`src/hdl/rv32_isa_pkg.sv`:
```
package rv32_isa_pkg;

    localparam int XLEN       = 32;
    localparam int REG_ADDR_W = 5;

    // major opcodes
    localparam logic [6:0] OPC_OP     = 7'b0110011;
    localparam logic [6:0] OPC_OP_IMM = 7'b0010011;

    localparam logic [2:0] F3_ADD_SUB = 3'b000;
    localparam logic [2:0] F3_SLL     = 3'b001;
    localparam logic [2:0] F3_SLT     = 3'b010;
    localparam logic [2:0] F3_SLTU    = 3'b011;
    localparam logic [2:0] F3_XOR     = 3'b100;
    localparam logic [2:0] F3_SRL_SRA = 3'b101;
    localparam logic [2:0] F3_OR      = 3'b110;
    localparam logic [2:0] F3_AND     = 3'b111;

    localparam logic [6:0] F7_BASE   = 7'b0000000;
    localparam logic [6:0] F7_ALT    = 7'b0100000; // sub, sra
    localparam logic [6:0] F7_MULDIV = 7'b0000001; // m extension

endpackage
```
`src/hdl/core_ctrl_pkg.sv`:
```
package core_ctrl_pkg;

    localparam int SEQ_W      = 8;  // wraps
    localparam int IQ_DEPTH   = 8;
    localparam int MUL_STAGES = 3;

    typedef enum logic [3:0] {
        ALU_ADD,
        ALU_SUB,
        ALU_SLL,
        ALU_SLT,
        ALU_SLTU,
        ALU_XOR,
        ALU_SRL,
        ALU_SRA,
        ALU_OR,
        ALU_AND
    } alu_op_e;

    typedef struct packed {
        logic [rv32_isa_pkg::XLEN-1:0] inst;
    } fetch_pkt_t;

    typedef struct packed {
        alu_op_e                             op;
        logic [rv32_isa_pkg::XLEN-1:0]       src1;
        logic [rv32_isa_pkg::XLEN-1:0]       src2;   // rs2 or immediate
        logic [rv32_isa_pkg::REG_ADDR_W-1:0] rd;
        logic [SEQ_W-1:0]                    seq;
    } uop_t;

endpackage

```
`src/hdl/inst_queue.sv`:
```
`timescale 1ns/1ps

module inst_queue (
    input  logic                     clk,
    input  logic                     rst,
    input  logic                     push_i,
    input  core_ctrl_pkg::fetch_pkt_t push_pkt_i,
    input  logic                     pop_i,
    output core_ctrl_pkg::fetch_pkt_t head_pkt_o,
    output logic                     empty_o,
    output logic                     full_o
);
    import core_ctrl_pkg::*;

    fetch_pkt_t                      mem [IQ_DEPTH];
    logic [$clog2(IQ_DEPTH)-1:0]     wr_ptr_q;
    logic [$clog2(IQ_DEPTH)-1:0]     rd_ptr_q;
    logic [$clog2(IQ_DEPTH+1)-1:0]   count_q;
    logic                            do_push;
    logic                            do_pop;

    assign do_push    = push_i && !full_o; // push while full is dropped
    assign do_pop     = pop_i && !empty_o;
    assign empty_o    = (count_q == '0);
    assign full_o     = (count_q == IQ_DEPTH);
    assign head_pkt_o = mem[rd_ptr_q];     // fall-through head

    always_ff @(posedge clk) begin
        if (do_push) begin
            mem[wr_ptr_q] <= push_pkt_i;
        end
    end

    always_ff @(posedge clk) begin
        if (rst) begin
            wr_ptr_q <= '0;
            rd_ptr_q <= '0;
            count_q  <= '0;
        end else begin
            if (do_push) begin
                wr_ptr_q <= wr_ptr_q + 1'b1;
            end
            if (do_pop) begin
                rd_ptr_q <= rd_ptr_q + 1'b1;
            end
            case ({do_push, do_pop})
                2'b10:   count_q <= count_q + 1'b1;
                2'b01:   count_q <= count_q - 1'b1;
                default: count_q <= count_q;
            endcase
        end
    end

endmodule

```
`config.mk`:
```
export PLATFORM = sky130hd
export DESIGN_NAME = inst_queue
export DESIGN_NICKNAME = d
export VERILOG_FILES = /design/src/hdl/rv32_isa_pkg.sv /design/src/hdl/core_ctrl_pkg.sv /design/src/hdl/inst_queue.sv
export SDC_FILE = /design/constraint.sdc
export NUM_CORES = 1
export LEC_CHECK = 0
export ABC_CLOCK_PERIOD_IN_PS = 4900
export BUFFER_PORTS_ARGS = -buffer_cell sky130_fd_sc_hd__buf_4
export CAP_MARGIN = 30
export CORE_MARGIN = 8
export CORE_UTILIZATION = 60
export CTS_CLUSTER_SIZE = 20
export DETAILED_ROUTE_END_ITERATION = 8
export GPL_TIMING_DRIVEN = 1
export MAX_ROUTING_LAYER = met4
export PLACE_DENSITY = 0.75
export RECOVER_POWER = 100
export SYNTH_ARGS = -nofsm -noshare
export SYNTH_HDL_FRONTEND = slang
export SYNTH_SLANG_ARGS = --single-unit
```
`constraint.sdc`:
```
create_clock -name clk -period 4.9 [get_ports clk]
set_input_delay 0.245 -clock clk [delete_from_list [all_inputs] [get_ports clk]]
set_output_delay 0.245 -clock clk [all_outputs]
set_load 0.05 [all_outputs]
```
==> results by group <==
Clock tree
  – Clk Latency, worst-skew pair: 510 ps
  – Worst-path clk slew: 60 ps
  – CTS tree: yes
  – H-tree depth: 1
  – Clock root buffer: clkbuf_16
  – CTS buffer count: 26
  – CTS sink cnt: roughly 270
  – Post-CTS setup buffer count: 0
  – Clock Path Buffers: 3

Outcome
  – Outcome: complete, but fails checks
  – Failing checks: capacitance limit, slew limit

Die
  – Row cnt: 48
  – Die Wd: 148 um
  – Core area: 17200 um2
  – Starting density of the core: 61.0%
  – I/O pin total: 70
  – Die H: 148 um
  – Full die area: 22000 um2

Drt
  – Final ANT Viol Nets: 0
  – DR WL/cell: 23.5 um
  – Total iterations of the first detailed-routing run: 4
  – First DRT Iteration DRCs: between 200 and 300
  – Via count: 4824
  – Final wirelength: ~19000 um
  – Drt drc: 0
  – Routed vias/inst: between 5 and 6

Critical path
  – Cell family with most CP delay: buffers and inverters
  – Worst R2R End: mem[3][14]
  – Critical path, cell by cell: or4b_1 -> nand2_1 -> nor3_1 -> clkbuf_1
  – Crit. path cell count: 4
  – WP data required: 4980 ps
  – CP Data Arrival Time: 3580 ps
  – Worst reg-to-reg setup slack: 1400 ps
  – RR Startpoint: count_q[0]
  – CP peak stage delay: between 1500 and 2000 ps
  – FF-to-FF path depth: 4
  – Crit-path max FO: 32
  – Critical path's slowest cell: clkbuf_1
  – Setup CP Type: reg -> reg
  – Buf/Inv on CP: 1
  – Startpoint Class: register
  – Critical path capture point type: register

Synthesis
  – Post-synth top flop: edfxtp_1
  – Syn Inst Count: 444
  – Number of flops mapped to enable cells by yosys: ~260
  – Mapped Area: between 10000 and 15000 um2
  – Synth Register Bits: between 200 and 300
  – Synthesis Warnings: 0
  – Post-synth ARST share: 0%
  – Post-Syn Nets: 485
  – Sequential share of the synthesized area: 75.6%
  – Post-synthesis cell type count: 36
  – Syn Area/Cell: 23.7 um2

Pwr
  – Sw power: 1900 uW
  – PwrDens: 529 nW/um2
  – Leak: about 0.0039 uW
  – Reg power frac: 43.2%
  – Sw Share: 29.4%
  – Peak supply drop: 0.000386 V
  – Comb pwr share: between 20% and 30%
  – Pint: 4560 uW
  – Clk pwr share: 31.1%

Worst hold path
  – Hold_sp: push_i
  – Hold Crit Endpoint: wr_ptr_q[1]
  – Worst hold path depth: 3
  – Hold/Removal Path Class: in -> reg

Global routing
  – Tot GR Track Use: 18.0%
  – First-pass GRT wire length: 29400 um
  – Congestion Overflow GR: 0
  – Largest net degree at the start of global routing: 44
  – Vias in the first global route: 5148
  – Initial antenna violation count: 0

Timing
  – Setup tns final: 0 ps
  – Skew final: 9.51 ps
  – Final setup vio count: 0
  – RSZ-0062 raised after global routing: no
  – Final Cycle Share: 71.5%
  – Worst Max-Slew Pin Slew: 2400 ps
  – Final hold vios: 0
  – Relative slew slack: -60.1%
  – Maximum clock frequency: between 200 and 300 MHz
  – Slew Viols, Final: 165
  – Final Critical Period: 3500 ps

Cells and area
  – ANT cells: 0
  – Design Area, Final: ~12000 um2
  – Area growth, synth to finish: 16.2%
  – Final nets: 607
  – Share of layout cells above drive strength 1: 21.7%
  – Number of fill cells: 1071

Placed design
  – Placed cell area: 11300 um2
  – Final HPWL DP: 10600 um
  – Routability congestion estimate: 0.701
  – Port buffer count: 69

Flow run
  – MaxCap Viol Count: 5
## repair_timing
action,CTS,global route
hold endpoints to repair,264,0
resized for setup,0,0
setup endpoints to repair,0,0
hold buffers,33,0
## per-layer routing
metal / track usage, % / share of wire, % / vias to the layer above
met3: 3.22 / 5.2 / 23
li1: - / - / 2138
met1: 23.5 / 42 / 2521
met4: 4.39 / 1.4 / 0
met2: 29.4 / 51 / 142
met5: - / 0 / -
## synthesized netlist by cell type, types with 2 or more instances
master    instances  area (um2)
edfxtp_1        256        7690
mux4_2           33         743
nor2_1           12        45.0
mux2_2           17         191
nand3_1           2        10.0
nor3_1            5        25.0
nand2_1           3        11.3
nor4_1            2        12.5
mux2_4           17         255
buf_2             8        40.0
a21oi_1           2        10.0
ha_1              5        62.6
xor2_1            5        43.8
dfxtp_1          13         260
mux4_1           31         815
clkbuf_1          4        15.0
mux2i_1           2        20.0
nand2b_1          2        12.5
buf_6             8        90.1
## cells by family after synthesis
family                     after synthesis  synth area share [%]
AOI/OAI and AO/OA                        7                 0.500
xor gates and xnor gates                 7                 0.654
adders and majority gates                5                 0.595
buffers and inverters                   23                  1.64
DFF                                    269                  75.6
muxes                                  100                  19.3
and+or+nand+nor                         33                  1.78
## registers in the layout, summed over array words and instances, names as in the netlist, named ones only
register / flops
rd_ptr_q: 3
wr_ptr_q: 3
count_q: 4
mem: 256
## through the flow
stage	cells	util [%]	setup slack (ps)	hold WS [ps]	power (uW)
4_1_cts	810	72.6	1700	50.7	6670
6_report	811	70.9	1400	41.6	6460
3_5_place_dp	729	65.7	2260	480	4640
5_1_grt	811	70.9	1190	44.8	6700
2_1_floorplan	444	-	556	344	4210
3_3_place_gp	728	65.5	2120	472	4580
## cell type report
class | instances | area, um2 | area share [%]
multi-input cells | 152 | 2390 | 19.5
clock inverters | 14 | 170 | 1.39
flip-flops and latches | 269 | 7950 | 65.1
well taps | 225 | 282 | 2.30
repair buffers | 116 | 723 | 5.92
clock buffers | 34 | 702 | 5.74
inverters | 1 | 3.75 | 0.0307
## worst register-to-register path, stage by stage, from the launching register on
cell and delay [ps]:
dfxtp_1 480, or4b_1 260, nand2_1 260, nor3_1 310
clkbuf_1 1750
## worst max path at each step
stage          startpoint              to  slack [ps]
2_1_floorplan  count_q[0]       mem[0][0]         560
3_3_place_gp     register   head_pkt_o[0]        2120
3_5_place_dp     register  head_pkt_o[16]        2260
4_1_cts          register  head_pkt_o[16]        1700
5_1_grt        count_q[1]      mem[3][11]        1190
6_report       count_q[0]      mem[3][14]        1400
## power by group through the flow
stage | Clock [uW] | Combinational, uW | Sequential [uW]
finish | 2010 | 1660 | 2790
global route | 2130 | 1760 | 2810
CTS | 2050 | 1810 | 2810
detailed placement | 0 | 1780 | 2860
global placement | 0 | 1660 | 2920
floorplan | 0 | 1420 | 2790
## cell usage in the layout, fill, tap and decap left out, drive strengths merged, types with 2 or more instances in the layout
master / synthesis / routed
nand3: 3 / 3
xor2: 6 / 6
dlygate4sd3: 0 / 33
edfxtp: 256 / 256
buf: 18 / 13
nand2: 5 / 5
mux2: 34 / 34
clkbuf: 4 / 104
nor4: 2 / 2
ha: 5 / 5
clkinv: 0 / 9
mux4: 64 / 64
nor3: 5 / 5
nor2: 12 / 12
mux2i: 2 / 2
dfxtp: 13 / 13
nand2b: 2 / 2
a21oi: 3 / 3
bufinv: 0 / 4
Power figures use the tool's default switching activity.
