### src/hdl/rv32_isa_pkg.sv
package rv32_isa_pkg;

    localparam int XLEN       = 32;
    localparam int REG_ADDR_W = 5;

    // major opcodes
    localparam logic [6:0] OPC_OP     = 7'b0110011;
    localparam logic [6:0] OPC_OP_IMM = 7'b0010011;

    localparam logic [2:0] F3_ADD_SUB = 3'b000;
    localparam logic [2:0] F3_SLL     = 3'b001;
    localparam logic [2:0] F3_SLT     = 3'b010;
    localparam logic [2:0] F3_SLTU    = 3'b011;
    localparam logic [2:0] F3_XOR     = 3'b100;
    localparam logic [2:0] F3_SRL_SRA = 3'b101;
    localparam logic [2:0] F3_OR      = 3'b110;
    localparam logic [2:0] F3_AND     = 3'b111;

    localparam logic [6:0] F7_BASE   = 7'b0000000;
    localparam logic [6:0] F7_ALT    = 7'b0100000; // sub, sra
    localparam logic [6:0] F7_MULDIV = 7'b0000001; // m extension

endpackage
### src/hdl/core_ctrl_pkg.sv
package core_ctrl_pkg;

    localparam int SEQ_W      = 8;  // wraps
    localparam int IQ_DEPTH   = 8;
    localparam int MUL_STAGES = 3;

    typedef enum logic [3:0] {
        ALU_ADD,
        ALU_SUB,
        ALU_SLL,
        ALU_SLT,
        ALU_SLTU,
        ALU_XOR,
        ALU_SRL,
        ALU_SRA,
        ALU_OR,
        ALU_AND
    } alu_op_e;

    typedef struct packed {
        logic [rv32_isa_pkg::XLEN-1:0] inst;
    } fetch_pkt_t;

    typedef struct packed {
        alu_op_e                             op;
        logic [rv32_isa_pkg::XLEN-1:0]       src1;
        logic [rv32_isa_pkg::XLEN-1:0]       src2;   // rs2 or immediate
        logic [rv32_isa_pkg::REG_ADDR_W-1:0] rd;
        logic [SEQ_W-1:0]                    seq;
    } uop_t;

endpackage

### src/hdl/result_writeback.sv
`timescale 1ns/1ps

module result_writeback (
    input  logic                                   clk,
    input  logic                                   rst,
    input  logic                                   alu_done_i,
    input  logic [rv32_isa_pkg::REG_ADDR_W-1:0]    alu_rd_i,
    input  logic [rv32_isa_pkg::XLEN-1:0]          alu_data_i,
    input  logic [core_ctrl_pkg::SEQ_W-1:0]        alu_seq_i,
    input  logic                                   mul_done_i,
    input  logic [rv32_isa_pkg::REG_ADDR_W-1:0]    mul_rd_i,
    input  logic [rv32_isa_pkg::XLEN-1:0]          mul_data_i,
    input  logic [core_ctrl_pkg::SEQ_W-1:0]        mul_seq_i,
    input  logic [rv32_isa_pkg::REG_ADDR_W-1:0]    rs1_addr_i,
    input  logic [rv32_isa_pkg::REG_ADDR_W-1:0]    rs2_addr_i,
    input  logic                                   set_pending_i,
    input  logic [rv32_isa_pkg::REG_ADDR_W-1:0]    set_rd_i,
    input  logic [rv32_isa_pkg::REG_ADDR_W-1:0]    rf_raddr_i,
    output logic [rv32_isa_pkg::XLEN-1:0]          rs1_rdata_o,
    output logic [rv32_isa_pkg::XLEN-1:0]          rs2_rdata_o,
    output logic [2**rv32_isa_pkg::REG_ADDR_W-1:0] pending_o,
    output logic [rv32_isa_pkg::XLEN-1:0]          rf_rdata_o,
    output logic                                   wb_valid_o,
    output logic [rv32_isa_pkg::REG_ADDR_W-1:0]    wb_rd_o,
    output logic [rv32_isa_pkg::XLEN-1:0]          wb_data_o,
    output logic [core_ctrl_pkg::SEQ_W-1:0]        wb_seq_o
);
    import rv32_isa_pkg::*;

    logic [XLEN-1:0]              rf_q [2**REG_ADDR_W];
    logic [2**REG_ADDR_W-1:0]     pending_q;

    // decode keeps alu and mul completions apart
    assign wb_valid_o = alu_done_i || mul_done_i;
    assign wb_rd_o    = alu_done_i ? alu_rd_i   : mul_rd_i;
    assign wb_data_o  = alu_done_i ? alu_data_i : mul_data_i;
    assign wb_seq_o   = alu_done_i ? alu_seq_i  : mul_seq_i;

    assign rs1_rdata_o = rf_q[rs1_addr_i];
    assign rs2_rdata_o = rf_q[rs2_addr_i];
    assign rf_rdata_o  = rf_q[rf_raddr_i];
    assign pending_o   = pending_q;

    always_ff @(posedge clk) begin
        if (rst) begin
            for (int i = 0; i < 2**REG_ADDR_W; i++) begin
                rf_q[i] <= '0;
            end
            pending_q <= '0;
        end else begin
            if (wb_valid_o && (wb_rd_o != '0)) begin
                rf_q[wb_rd_o] <= wb_data_o; // x0 stays zero
            end
            if (set_pending_i) begin
                pending_q[set_rd_i] <= 1'b1;
            end
            if (wb_valid_o) begin
                pending_q[wb_rd_o] <= 1'b0;
            end
        end
    end

endmodule

### config.mk
export PLATFORM = sky130hd
export DESIGN_NAME = result_writeback
export DESIGN_NICKNAME = d
export VERILOG_FILES = /design/src/hdl/rv32_isa_pkg.sv /design/src/hdl/core_ctrl_pkg.sv /design/src/hdl/result_writeback.sv
export SDC_FILE = /design/constraint.sdc
export NUM_CORES = 2
export LEC_CHECK = 0
export BUFFER_PORTS_ARGS = -buffer_cell sky130_fd_sc_hd__buf_2
export CORE_ASPECT_RATIO = 0.7
export CORE_MARGIN = 1.5
export CORE_UTILIZATION = 55
export DETAILED_ROUTE_END_ITERATION = 7
export PLACE_DENSITY_LB_ADDON = 0.08
export SLEW_MARGIN = 20
export SYNTH_ARGS = -nofsm -noshare
export SYNTH_HDL_FRONTEND = slang
export SYNTH_SLANG_ARGS = --single-unit
### constraint.sdc
create_clock -name clk -period 3.6 [get_ports clk]
set_clock_uncertainty 0.2 [all_clocks]
set_input_delay 0.36 -clock clk [delete_from_list [all_inputs] [get_ports clk]]
set_output_delay 0.36 -clock clk [all_outputs]
set_load 0.02 [all_outputs]
==> impl_metrics.env <==
export IMPL_fin_area_um2=73300
export IMPL_combPwrFrac_pct=18.3
export IMPL_worstSetupEndpointType="primary output"
export IMPL_grt_start_max_net_pins=66
export IMPL_status="finished with violations"
export IMPL_cts_buffers=107
export IMPL_power_density_nw_per_um2=445
export IMPL_crit_slowest_cell="a31oi_1"
export IMPL_clk_pin_slew_worst_paths_ns=0.07
export IMPL_p_sw_w=0.00962
export IMPL_maxSlewHeadroom_pct=38.1
export IMPL_multiInputGateArea_um2=30500
export IMPL_clockBufferDepth=3
export IMPL_cts_setup_buffers=0
export IMPL_io_pins=289
export IMPL_antenna_found_initial=9
export IMPL_reg2reg_from="pending_o[18]$_SDFF_PP0_"
export IMPL_synth_seq_cells=1056
export IMPL_area_growth_pct=14.6
export IMPL_syn_inst=6000
export IMPL_yosys_most_used_dff="edfxtp_1"
export IMPL_intPower_w=0.0230
export IMPL_rrSetupSlack_ns=2.08
export IMPL_place_gp_congestion=0.962
export IMPL_cp_endpoint="rf_rdata_o[29]"
export IMPL_grt_pass1_vias=51910
export IMPL_clock_latency_ns=0.72
export IMPL_max_stage_delay_ns=0.42
export IMPL_ys_types=45
export IMPL_max_cap_violations=0
export IMPL_async_reset_ff_share_pct=0
export IMPL_tightest_slew_ns=0.928
export IMPL_via_per_inst=7.08
export IMPL_layout_nets=6330
export IMPL_totalWireLength_um=269000
export IMPL_htreeDepth=3
export IMPL_die_area_um2=118000
export IMPL_finalCritPeriodShare_pct=89.4
export IMPL_worst_path_buf_inv=1
export IMPL_die_w_um=411
export IMPL_worstHoldPathCells=4
export IMPL_required_ns=3.04
export IMPL_ir_drop_mv=0.417
export IMPL_crit_start="rf_q[1][29]$_SDFFCE_PN0P_"
export IMPL_path_class="flip-flop to primary output"
export IMPL_wire_per_inst_um=34.3
export IMPL_setup_viol=0
export IMPL_rr_endpoint="pending_o[18]$_SDFF_PP0_"
export IMPL_critPathTopFamily="compound AO/OA/AOI/OAI gates"
export IMPL_switching_share_pct=29.5
export IMPL_violations="design-rule violations"
export IMPL_seq_area_um2=31400
export IMPL_cp_max_fo=3
export IMPL_grt_remaining_overflow=0
export IMPL_ys_seq_area_share_pct=49.1
export IMPL_rows=104
export IMPL_period_minus_slack_ns=3.22
export IMPL_leakage_nw=30.4
export IMPL_drt_iter0_markers=10283
export IMPL_coreArea_um2=115000
export IMPL_slew_viol_final=0
export IMPL_hp_start="alu_data_i[29]"
export IMPL_synth_edff_count=1024
export IMPL_netlist_area_um2=64000
export IMPL_fmax_ghz=0.311
export IMPL_drc=14
export IMPL_final_common_cell="mux2i_1"
export IMPL_vias=55576
export IMPL_cp_cell_sequence="mux2i_1 -> a22o_1 -> nor3_1 -> a31oi_1 -> nand3_1 -> buf_2"
export IMPL_place_area_um2=69300
export IMPL_rsz0062_at_grt="no"
export IMPL_cp_num_cells=6
export IMPL_drt_first_pass_iters=8
export IMPL_setup_tns_ns=0
export IMPL_cts_sinks=1056
export IMPL_hpwl_um=168000
export IMPL_syn_avg_cell_area_um2=10.7
export IMPL_grt_use_total_pct=44.1
export IMPL_ys_warn_count=0
export IMPL_worstPathArrival_ns=2.66
export IMPL_ant_nets=0
export IMPL_r2r_cells=3
export IMPL_layout_common_cells="mux2i_1, edfxtp_1, nor2_1"
export IMPL_grt_pass1_wl_um=376000
export IMPL_io_buffer_count=288
export IMPL_pwr_share_clk_pct=36.3
export IMPL_hold_class="input pin to flip-flop"
export IMPL_drive_gt1_share_pct=14.7
export IMPL_hold_violations=0
export IMPL_nFillCells=9127
export IMPL_die_h_um=288
export IMPL_floorplan_initialDensity_pct=55.5
export IMPL_pwr_share_seq_pct=45.4
export IMPL_root_buffer="clkbuf_16"
export IMPL_startpoint_type="flip-flop"
export IMPL_cts_tree="yes"
how the worst min path moves through the flow:
stage                                      end  slack, ns
detailed placement    pending_o[13]$_SDFF_PP0_       0.31
finish              rf_q[15][29]$_SDFFCE_PN0P_       0.02
global placement      pending_o[29]$_SDFF_PP0_       0.30
CTS                 rf_q[15][29]$_SDFFCE_PN0P_      0.004
global route        rf_q[15][29]$_SDFFCE_PN0P_       0.03
floorplan             pending_o[18]$_SDFF_PP0_       0.38
per-layer routing:
| layer | wire length [um] | vias up | GRT usage (%) | share of wire, % |
|---|---|---|---|---|
| met5 | 77 | - | 0 | 0.029 |
| met2 | 108000 | 5065 | 60.9 | 40 |
| met1 | 101000 | 26998 | 61.8 | 38 |
| li1 | - | 22616 | - | - |
| met3 | 43800 | 885 | 14.6 | 16 |
| met4 | 15600 | 12 | 22.6 | 5.8 |
kinds of logic after synthesis:
logic type	share of synthesized area, %
AO/OA/AOI/OAI	9.99
buffers and inverters	4.45
flip-flops	49.1
multiplexers	24.7
other	0.00586
AND/OR/NAND/NOR	11.7
registers in the layout (all words and copies together) (netlist names):
name / flops
rf_q: 1024
pending_o: 32
Yosys cell counts (10+ instances only):
master	count	share of area (%)
a211oi_1	28	0.33
a21oi_1	320	2.5
a22o_1	192	2.6
a22oi_1	288	3.4
a31oi_1	97	0.95
buf_1	49	0.29
buf_2	329	2.6
buf_6	10	0.18
clkbuf_1	202	1.2
dfxtp_1	32	1.0
edfxtp_1	1024	48
inv_1	34	0.20
mux2i_1	1568	25
nand2_1	318	1.9
nand2b_1	44	0.43
nand3_1	293	2.3
nor2_1	1008	5.9
nor3_1	98	0.77
area by class of cell:
cell class                 instances  area share [%]
sequential                      1056            42.8
multi-input combinational       4348            41.6
timing repair buffer             667            7.82
clock buffer                     133            4.00
tap                             1537            2.62
clock inverter                    62           0.895
inverter                          35           0.179
antenna                            7          0.0239
power groups by stage:
stage | clock network, W | registers, W | logic [W]
after detailed placement | 0 | 0.0150 | 0.00568
after global routing | 0.0123 | 0.0149 | 0.00611
after global placement | 0 | 0.0150 | 0.00563
final | 0.0118 | 0.0148 | 0.00595
after floorplan | 0 | 0.0148 | 0.00339
after CTS | 0.0118 | 0.0148 | 0.00574
worst register-to-register path: stages, from the launching register on:
cell and delay [ns]:
dfxtp_1 0.36, a21oi_1 0.06, a311oi_1 0.27, dlygate4sd3_1 0.58
metrics by stage:
step / utilization, % / total power (W) / setup slack [ns] / instances / hold slack (ns)
after global routing: 63.6 / 0.0332 / 0.361 / 7838 / 0.0264
final: 63.6 / 0.0326 / 0.382 / 7845 / 0.0199
after global placement: 60.1 / 0.0206 / 0.560 / 7602 / 0.302
after detailed placement: 60.1 / 0.0207 / 0.571 / 7602 / 0.313
after CTS: 63.6 / 0.0323 / 0.537 / 7838 / 0.00420
after floorplan: - / 0.0182 / 0.758 / 6031 / 0.385
what timing repair did:
item,4_1_cts,5_1_grt
gates resized for setup,0,0
hold endpoints to repair,114,0
hold buffers,41,0
No activity file was read; power rests on OpenSTA's default activity.
