$ cat src/hdl/rv32_isa_pkg.sv
package rv32_isa_pkg;

    localparam int XLEN       = 32;
    localparam int REG_ADDR_W = 5;

    // major opcodes
    localparam logic [6:0] OPC_OP     = 7'b0110011;
    localparam logic [6:0] OPC_OP_IMM = 7'b0010011;

    localparam logic [2:0] F3_ADD_SUB = 3'b000;
    localparam logic [2:0] F3_SLL     = 3'b001;
    localparam logic [2:0] F3_SLT     = 3'b010;
    localparam logic [2:0] F3_SLTU    = 3'b011;
    localparam logic [2:0] F3_XOR     = 3'b100;
    localparam logic [2:0] F3_SRL_SRA = 3'b101;
    localparam logic [2:0] F3_OR      = 3'b110;
    localparam logic [2:0] F3_AND     = 3'b111;

    localparam logic [6:0] F7_BASE   = 7'b0000000;
    localparam logic [6:0] F7_ALT    = 7'b0100000; // sub, sra
    localparam logic [6:0] F7_MULDIV = 7'b0000001; // m extension

endpackage
$ cat src/hdl/core_ctrl_pkg.sv
package core_ctrl_pkg;

    localparam int SEQ_W      = 8;  // wraps
    localparam int IQ_DEPTH   = 8;
    localparam int MUL_STAGES = 3;

    typedef enum logic [3:0] {
        ALU_ADD,
        ALU_SUB,
        ALU_SLL,
        ALU_SLT,
        ALU_SLTU,
        ALU_XOR,
        ALU_SRL,
        ALU_SRA,
        ALU_OR,
        ALU_AND
    } alu_op_e;

    typedef struct packed {
        logic [rv32_isa_pkg::XLEN-1:0] inst;
    } fetch_pkt_t;

    typedef struct packed {
        alu_op_e                             op;
        logic [rv32_isa_pkg::XLEN-1:0]       src1;
        logic [rv32_isa_pkg::XLEN-1:0]       src2;   // rs2 or immediate
        logic [rv32_isa_pkg::REG_ADDR_W-1:0] rd;
        logic [SEQ_W-1:0]                    seq;
    } uop_t;

endpackage

$ cat src/hdl/decode_issue.sv
`timescale 1ns/1ps

module decode_issue (
    input  logic                                    clk,
    input  logic                                    rst,
    input  core_ctrl_pkg::fetch_pkt_t               head_pkt_i,
    input  logic                                    empty_i,
    input  logic [rv32_isa_pkg::XLEN-1:0]           rs1_rdata_i,
    input  logic [rv32_isa_pkg::XLEN-1:0]           rs2_rdata_i,
    input  logic [2**rv32_isa_pkg::REG_ADDR_W-1:0]  pending_i,
    input  logic                                    mul_wb_next_i,
    output logic                                    pop_o,
    output logic [rv32_isa_pkg::REG_ADDR_W-1:0]     rs1_addr_o,
    output logic [rv32_isa_pkg::REG_ADDR_W-1:0]     rs2_addr_o,
    output logic                                    set_pending_o,
    output logic [rv32_isa_pkg::REG_ADDR_W-1:0]     set_rd_o,
    output logic                                    alu_issue_o,
    output logic                                    mul_issue_o,
    output core_ctrl_pkg::uop_t                     uop_o,
    output logic                                    illegal_o
);
    import rv32_isa_pkg::*;
    import core_ctrl_pkg::*;

    logic [6:0]            opcode;
    logic [2:0]            funct3;
    logic [6:0]            funct7;
    logic [REG_ADDR_W-1:0] rd;
    logic [XLEN-1:0]       imm_sext;
    alu_op_e               base_op;
    alu_op_e               op;
    logic                  legal;
    logic                  is_mul;
    logic                  use_rs2;
    logic                  head_valid;
    logic                  stall;
    logic                  issue;
    logic [SEQ_W-1:0]      seq_q;

    assign opcode     = head_pkt_i.inst[6:0];
    assign rd         = head_pkt_i.inst[11:7];
    assign funct3     = head_pkt_i.inst[14:12];
    assign rs1_addr_o = head_pkt_i.inst[19:15];
    assign rs2_addr_o = head_pkt_i.inst[24:20];
    assign funct7     = head_pkt_i.inst[31:25];
    assign imm_sext   = {{(XLEN-12){head_pkt_i.inst[31]}}, head_pkt_i.inst[31:20]};
    assign use_rs2    = (opcode == OPC_OP);

    always_comb begin
        case (funct3)
            F3_SLL:     base_op = ALU_SLL;
            F3_SLT:     base_op = ALU_SLT;
            F3_SLTU:    base_op = ALU_SLTU;
            F3_XOR:     base_op = ALU_XOR;
            F3_SRL_SRA: base_op = ALU_SRL;
            F3_OR:      base_op = ALU_OR;
            F3_AND:     base_op = ALU_AND;
            default:    base_op = ALU_ADD;
        endcase
    end

    always_comb begin
        legal  = 1'b1;
        is_mul = 1'b0;
        op     = base_op;
        case (opcode)
            OPC_OP: begin
                if (funct7 == F7_MULDIV) begin
                    is_mul = 1'b1;
                    legal  = (funct3 == F3_ADD_SUB); // mul only, no mulh or div
                end else if (funct7 == F7_ALT) begin
                    legal = (funct3 == F3_ADD_SUB) || (funct3 == F3_SRL_SRA);
                    op    = (funct3 == F3_ADD_SUB) ? ALU_SUB : ALU_SRA;
                end else begin
                    legal = (funct7 == F7_BASE);
                end
            end
            OPC_OP_IMM: begin
                if (funct3 == F3_SLL) begin
                    legal = (funct7 == F7_BASE);
                end else if (funct3 == F3_SRL_SRA) begin
                    legal = (funct7 == F7_BASE) || (funct7 == F7_ALT);
                    op    = (funct7 == F7_ALT) ? ALU_SRA : ALU_SRL;
                end
            end
            default: legal = 1'b0;
        endcase
    end

    // x0 is never pending, so no extra check on index zero
    assign stall = pending_i[rs1_addr_o] || (use_rs2 && pending_i[rs2_addr_o])
                || pending_i[rd] || (!is_mul && mul_wb_next_i);

    assign head_valid    = !empty_i;
    assign issue         = head_valid && legal && !stall;
    assign illegal_o     = head_valid && !legal;
    assign pop_o         = issue || illegal_o; // illegal words are dropped
    assign alu_issue_o   = issue && !is_mul;
    assign mul_issue_o   = issue && is_mul;
    assign set_pending_o = issue && (rd != '0);
    assign set_rd_o      = rd;

    assign uop_o.op   = op;
    assign uop_o.src1 = rs1_rdata_i;
    assign uop_o.src2 = use_rs2 ? rs2_rdata_i : imm_sext;
    assign uop_o.rd   = rd;
    assign uop_o.seq  = seq_q;

    always_ff @(posedge clk) begin
        if (rst) begin
            seq_q <= '0;
        end else if (issue) begin
            seq_q <= seq_q + 1'b1;
        end
    end

endmodule

$ cat config.mk
export PLATFORM = sky130hd
export DESIGN_NAME = decode_issue
export DESIGN_NICKNAME = d
export VERILOG_FILES = /design/src/hdl/rv32_isa_pkg.sv /design/src/hdl/core_ctrl_pkg.sv /design/src/hdl/decode_issue.sv
export SDC_FILE = /design/constraint.sdc
export NUM_CORES = 1
export LEC_CHECK = 0
export BUFFER_PORTS_ARGS = -buffer_cell sky130_fd_sc_hd__buf_2
export CORE_ASPECT_RATIO = 1.1
export CORE_MARGIN = 8
export CORE_UTILIZATION = 35
export DETAILED_ROUTE_END_ITERATION = 6
export HOLD_SLACK_MARGIN = 0.06
export PLACE_DENSITY = 0.78
export SYNTH_ARGS = -nofsm -noshare
export SYNTH_HDL_FRONTEND = slang
export SYNTH_SLANG_ARGS = --single-unit
$ cat constraint.sdc
create_clock -name clk -period 4.1 [get_ports clk]
set_input_delay 0.41 -clock clk [delete_from_list [all_inputs] [get_ports clk]]
set_output_delay 0.41 -clock clk [all_outputs]
set_load 0.02 [all_outputs]
==> results.cfg, run 1 <==
[run_status]
outcome = completed

[final_layout]
insertedDiodeCount = 0
largest_register_ffs = 8
regMostFlops = seq_q
top_regs = seq_q (8)
area_delta_synth_final_pct = 25.0
seqCellArea_um2 = 160
stdcell_area_um2 = 2700
utilization_pct = 44.3
multi_input_area_um2 = 1510
nets = 493
final_layout_size_suffix_gt1_share_pct = 58.9
fillers = 627

[yosys]
yosys_warnings = 0
synth_fp_nets = 385
postSynthAreaPerCell_um2 = 8.56
synth-edff-count = 0
synthCells = 252
syn-cell-area_um2 = 2160
synth_seq_area_share_pct = 7.42
ys.flop_type = dfxtp_1
ys_async_sr_fraction_pct = 0
synth_cell_types = 46
ys_ff_latch = 8

[sta]
slew_viol_final = 0
holdWs_ns = 0.453
finalSetupViolations = 0
fin_crit_sh_pct = 76.0
rsz0062_at_grt = no
fmax_mhz = 321
timing.setup.tns_ns = 0
finalHoldViolCount = 0
finalClockSkew_ns = 0.00295
relSlewSlack_pct = 64.6
worstMarginPinSlew_ns = 0.524
fin_crit_ns = 3.12

[grt]
grt_pass1_wl_mm = 12.1
grt.total_usage_pct = 15.9
grt_max_degree = 39
antenna_found_initial = 0
grt_overflow = 0
grt_pass1_vias = 2466

[clock_network]
cts_tree = yes
cts_root_buffer = clkbuf_8
h-tree-depth = 1
post_cts_resize_count = 0
postCtsHoldBufs = 0
numCtsBuffers = 3
insertion_delay_ns = 0.23
clk_pin_slew_ns = 0.04
post_cts_buffers = 0
cts_sinks = 8
clock_path_buffers = 2

[place]
dpl-instance-area_um2 = 2660
gp_congestion = 0.919
hpwl_mm = 6.61
io_buffers = 168

[detailed_routing]
drc = 0
drt_iter0_drc = 132
detail-route-antenna-nets = 0
routedWlPerCell_um = 17.7
vias_per_cell = 5.44
num_vias = 2381
dr.pass1.iters = 4
routed_wl_mm = 7.74

[pwr]
swShare_pct = 39.1
p_seq_share_pct = 18.4
p_comb_share_pct = 59.7
ir_drop_v = 0.000107
switchingPower_uw = 167
intPower_uw = 259
power_density_nw_per_um2 = 158
p_clk_share_pct = 22.0
leakage_uw = 0.00137

[worst_setup_path]
required_ns = 3.69
cpMaxStageDelayCell = nor4bb_1
critical_path.top_delay_family = simple AND/OR/NAND/NOR gates
path_class = in -> out
crit_fanout = 18
crit_chain = buf_2 -> nor4bb_1 -> and3_1 -> nand4b_1 -> a2111oi_4 -> nand4_4 -> a21oi_1 -> buf_2
critPathMaxStageDelay_ns = 0.49
cp_common_cell = buf_2
cp_data_arrival_time_ns = 2.71
cp.buffers_inverters = 2
endpoint_kind = output port
startpoint_type = input pin

[floorplan]
die_w_um = 90.9
fp.dieH_um = 98.3
rows = 30
die-area_um2 = 8930
start_util_pct = 35.5
ioPinCount = 233
core_area_um2 = 6080

[flow_run]
max_cap_viol_count = 0

[worst_hold_path]
hold_class = in -> reg
==> per-stage QoR <==
step / instances / power, uW / worst slack, ns
2_1_floorplan: 252 / 283 / 1.18
3_3_place_gp: 435 / 330 / 1.05
3_5_place_dp: 435 / 334 / 0.957
4_1_cts: 438 / 430 / 0.957
5_1_grt: 438 / 452 / 0.747
6_report: 438 / 426 / 0.984
==> kinds of logic (layout without fill, tap and decap cells) <==
logic type	count (synthesis)	after routing	synth area share (%)
adders and majority gates	1	1	0.580
AOI/OAI and AO/OA	61	61	20.3
xor gates and xnor gates	1	1	0.406
and+or+nand+nor	65	65	17.5
buffers and inverters	74	180	22.4
DFF	8	8	7.42
muxes	42	42	31.4
==> metal layers <==
layer / vias up / global-route usage, % / wire length (um)
met1: 1122 / 18.3 / 3070
met3: 19 / 4.37 / 575
met5: - / 0 / 0
li1: 1120 / - / -
met4: 0 / 4.92 / 136
met2: 120 / 27.7 / 3950
==> worst register-to-register path: stages (launching register included) <==
cell and delay [ns]:
dfxtp_1 0.36, and2_1 0.18, and3_1 0.19, nand4_1 0.13
or3_1 0.34, a21oi_1 0.15
==> synthesized netlist by cell type (2+ instances only) <==
master / n / area share (%)
a211o_1: 2 / 0.81
a21o_1: 21 / 7.3
a21oi_1: 8 / 1.9
a31oi_1: 3 / 0.87
and3_1: 4 / 1.2
buf_1: 2 / 0.35
buf_2: 3 / 0.70
buf_4: 52 / 18
clkbuf_1: 9 / 1.6
dfxtp_1: 8 / 7.4
inv_1: 7 / 1.2
mux2_2: 15 / 7.8
mux2i_1: 8 / 3.7
mux4_2: 19 / 20
nand2_1: 10 / 1.7
nand2b_1: 2 / 0.58
nand3_1: 7 / 1.6
nand3b_1: 7 / 2.4
nand4_1: 5 / 1.5
nor2_1: 12 / 2.1
nor2b_1: 4 / 1.2
o21ai_0: 8 / 1.9
o21ai_1: 6 / 1.4
o221ai_1: 3 / 1.2
or3_1: 6 / 1.7
==> power groups by stage <==
| stage | combinational, uW | sequential (uW) | clock, uW |
|---|---|---|---|
| 2_1_floorplan | 204 | 79.5 | 0 |
| 3_3_place_gp | 251 | 79.5 | 0 |
| 3_5_place_dp | 254 | 79.5 | 0 |
| 4_1_cts | 255 | 78.2 | 97.2 |
| 5_1_grt | 272 | 78.0 | 102 |
| 6_report | 254 | 78.2 | 93.7 |
==> layout by cell type, fill, tap and decap left out, types with 2 or more instances in the layout <==
master / instances
buf_2: 168
a21o_1: 21
mux4_2: 19
mux2_2: 15
nor2_1: 12
nand2_1: 10
o21ai_0: 8
mux2i_1: 8
a21oi_1: 8
dfxtp_1: 8
nand3_1: 7
inv_1: 7
nand3b_1: 7
o21ai_1: 6
or3_1: 6
nand4_1: 5
nor2b_1: 4
and3_1: 4
a31oi_1: 3
o221ai_1: 3
clkbuf_8: 3
a211o_1: 2
nand2b_1: 2
buf_4: 2
==> cell type report <==
class	instances	area share [%]
Clock buffer	3	1.53
Tap cell	80	3.71
Sequential cell	8	5.94
Timing Repair Buffer	170	31.7
Multi-Input combinational cell	170	56.1
Inverter	7	0.974
==> final timing paths <==
check                           cells after the start  slack (ns)           from             to
worst min register to register                      2        0.50       seq_q[7]       seq_q[7]
worst min-delay path                                2        0.45            rst       seq_q[2]
worst max register to register                      5        2.68       seq_q[2]       seq_q[7]
worst max-delay path                                8        0.98  head_pkt_i[3]  set_pending_o
(Power assumes the default switching activity.)
==> run 2: changes to the inputs <==
--- a/config.mk
+++ b/config.mk
@@ -5,13 +5,14 @@
 export SDC_FILE = /design/constraint.sdc
 export NUM_CORES = 1
 export LEC_CHECK = 0
+export ABC_AREA = 1
 export BUFFER_PORTS_ARGS = -buffer_cell sky130_fd_sc_hd__buf_2
 export CORE_ASPECT_RATIO = 1.1
 export CORE_MARGIN = 8
 export CORE_UTILIZATION = 35
 export DETAILED_ROUTE_END_ITERATION = 6
 export HOLD_SLACK_MARGIN = 0.06
-export PLACE_DENSITY = 0.78
+export PLACE_DENSITY = 0.75
 export SYNTH_ARGS = -nofsm -noshare
 export SYNTH_HDL_FRONTEND = slang
 export SYNTH_SLANG_ARGS = --single-unit
==> constraint.sdc (replaced) <==
create_clock -name clk -period 2.6 [get_ports clk]
set_input_delay 0.26 -clock clk [delete_from_list [all_inputs] [get_ports clk]]
set_output_delay 0.26 -clock clk [all_outputs]
set_load 0.02 [all_outputs]
==> results.cfg, run 2 <==
[run_status]
outcome = completed

[worst_setup_path]
critPathMaxStageDelay_ns = 0.36
rr_startpoint = seq_q[0]
crit_chain = buf_2 -> nand2_1 -> nand3_1 -> nand3_1 -> nand3_1 -> nand3_1 -> nand2_1 -> nand2_2 -> nor2_4 -> nand2_4 -> a21oi_2 -> buf_2
crit_path_start = head_pkt_i[7]
ff2ff_path_depth = 8
startpoint_type = input pin
crit_fanout = 21
cp_data_arrival_time_ns = 1.94
path_class = in -> out
endpoint_kind = output port
required_ns = 2.34
cpMaxStageDelayCell = buf_2
cp_common_cell = nand3_1

[yosys]
ys_async_sr_fraction_pct = 0
yosys_warnings = 0
ys_top_cells_by_area = nand2_1 (28%), nand3_1 (17%), buf_4 (15%)
synth-edff-count = 0
synthMostInstantiatedCell = nand2_1
synthCells = 524
synth_fp_nets = 657
synth_top_area_share_pct = 28.3
postSynthAreaPerCell_um2 = 5.12
synth_seq_area_share_pct = 5.97
synthTopCellsByCount = nand2_1 (202), nand3_1 (91), inv_1 (61)
yosysTopAreaCell = nand2_1
ys_ff_latch = 8
synth_cell_types = 35
ys.flop_type = dfxtp_1
syn-cell-area_um2 = 2680

[clock_network]
cts_tree = yes
insertion_delay_ns = 0.23
post_cts_buffers = 0
clk_pin_slew_ns = 0.04
numCtsBuffers = 3
postCtsHoldBufs = 0
clock_path_buffers = 2
post_cts_resize_count = 0
cts_sinks = 8
h-tree-depth = 1
cts_root_buffer = clkbuf_8

[floorplan]
rows = 33
core_area_um2 = 7430
fp.dieH_um = 108
start_util_pct = 36.1
die-area_um2 = 10700
ioPinCount = 233
die_w_um = 99.5

[worst_hold_path]
hold_path_depth = 4
hold_start = rst
hold_class = in -> reg

[final_layout]
fillers = 835
regMostFlops = seq_q
largest_register_ffs = 8
top_regs = seq_q (8)
stdcell_area_um2 = 3160
final_cell_mix = nand2_1 (202), buf_2 (168), nand3_1 (91)
layout_commonest_cell = nand2_1
final_layout_size_suffix_gt1_share_pct = 32.9
nets = 762
insertedDiodeCount = 0
utilization_pct = 42.5
area_delta_synth_final_pct = 17.8

[sta]
finalSetupViolations = 0
holdWs_ns = 0.391
slew_viol_final = 0
fmax_mhz = 456
worstMarginPinSlew_ns = 0.430
fin_crit_sh_pct = 84.4
timing.setup.tns_ns = 0
finalHoldViolCount = 0
relSlewSlack_pct = 71.3
rsz0062_at_grt = no
fin_crit_ns = 2.20
finalClockSkew_ns = 0.000963

[detailed_routing]
num_vias = 3596
routed_wl_mm = 10.8
drt_iter0_drc = 205
detail-route-antenna-nets = 0
dr.pass1.iters = 4
drc = 0
routedWlPerCell_um = 15.1
vias_per_cell = 5.04

[pwr]
leakage_uw = 0.00195
power_uw = 734
power_density_nw_per_um2 = 232
ir_drop_v = 0.000106

[grt]
grt.total_usage_pct = 19.5
grt_overflow = 0
grt_pass1_wl_mm = 17.4
antenna_found_initial = 0
grt_pass1_vias = 3614
grt_max_degree = 42

[flow_run]
max_cap_viol_count = 0

[place]
gp_congestion = 1.01
io_buffers = 168
dpl-instance-area_um2 = 3120
hpwl_mm = 9.23
==> run 2: changes by cell type in the layout (fill, tap and decap cells not counted), sizes merged, moves of 19 or more <==
| cell | before | now |
|---|---|---|
| a21o | 21 | 0 |
| nand2 | 10 | 206 |
| nand3 | 7 | 96 |
| inv | 7 | 70 |
| nor2 | 12 | 36 |
| mux4 | 19 | 0 |
==> run 2: critical path, delay by kind of cell <==
family	cells	cell delay, ns
buffers and inverters	2	0.53
AO/OA/AOI/OAI	1	0.11
AND/OR/NAND/NOR	9	1.02
==> run 2: stage by stage <==
step / cells / setup slack, ns
5_1_grt: 714 / 0.256
6_report: 714 / 0.405
4_1_cts: 714 / 0.440
2_1_floorplan: 524 / 0.761
3_5_place_dp: 711 / 0.440
3_3_place_gp: 711 / 0.447
==> run 2: report_power, final <==
part,switching [uW],internal [uW]
clock network,51.6,101
registers,0.0904,123
logic,295,164
total,346,388
==> run 2: metal layers <==
layer | vias to the layer above | global-route usage (%) | share of wire, %
met5 | - | 0 | 0
met1 | 1603 | 20.3 | 38
met3 | 24 | 5.63 | 10
li1 | 1781 | - | -
met4 | 0 | 4.87 | 2.0
met2 | 188 | 37.3 | 50
==> run 2: worst paths after layout <==
| kind | end | slack, ns |
|---|---|---|
| setup / recovery | set_pending_o | 0.40 |
| hold / removal | seq_q[4] | 0.39 |
| setup reg to reg | seq_q[6] | 1.21 |
| hold reg to reg | seq_q[7] | 0.52 |
==> run 2: layout make-up <==
| class | count | area (um2) | area share (%) |
|---|---|---|---|
| clock buffers | 3 | 41.3 | 1.31 |
| inverters | 71 | 279 | 8.83 |
| well taps | 87 | 109 | 3.44 |
| repair buffers | 170 | 856 | 27.1 |
| flip-flops and latches | 8 | 160 | 5.07 |
| multi-input cells | 375 | 1720 | 54.3 |
==> run 2: logic make-up (layout without fill, tap and decap cells) <==
group           count (synthesis)  after routing  synth area share, %
flops                           8              8                 5.97
fa+ha+maj                       1              1                0.466
compound gates                 22             22                 4.66
simple gates                  348            348                 57.5
xor+xnor                        4              4                 1.31
buf+inv                       141            244                 30.1
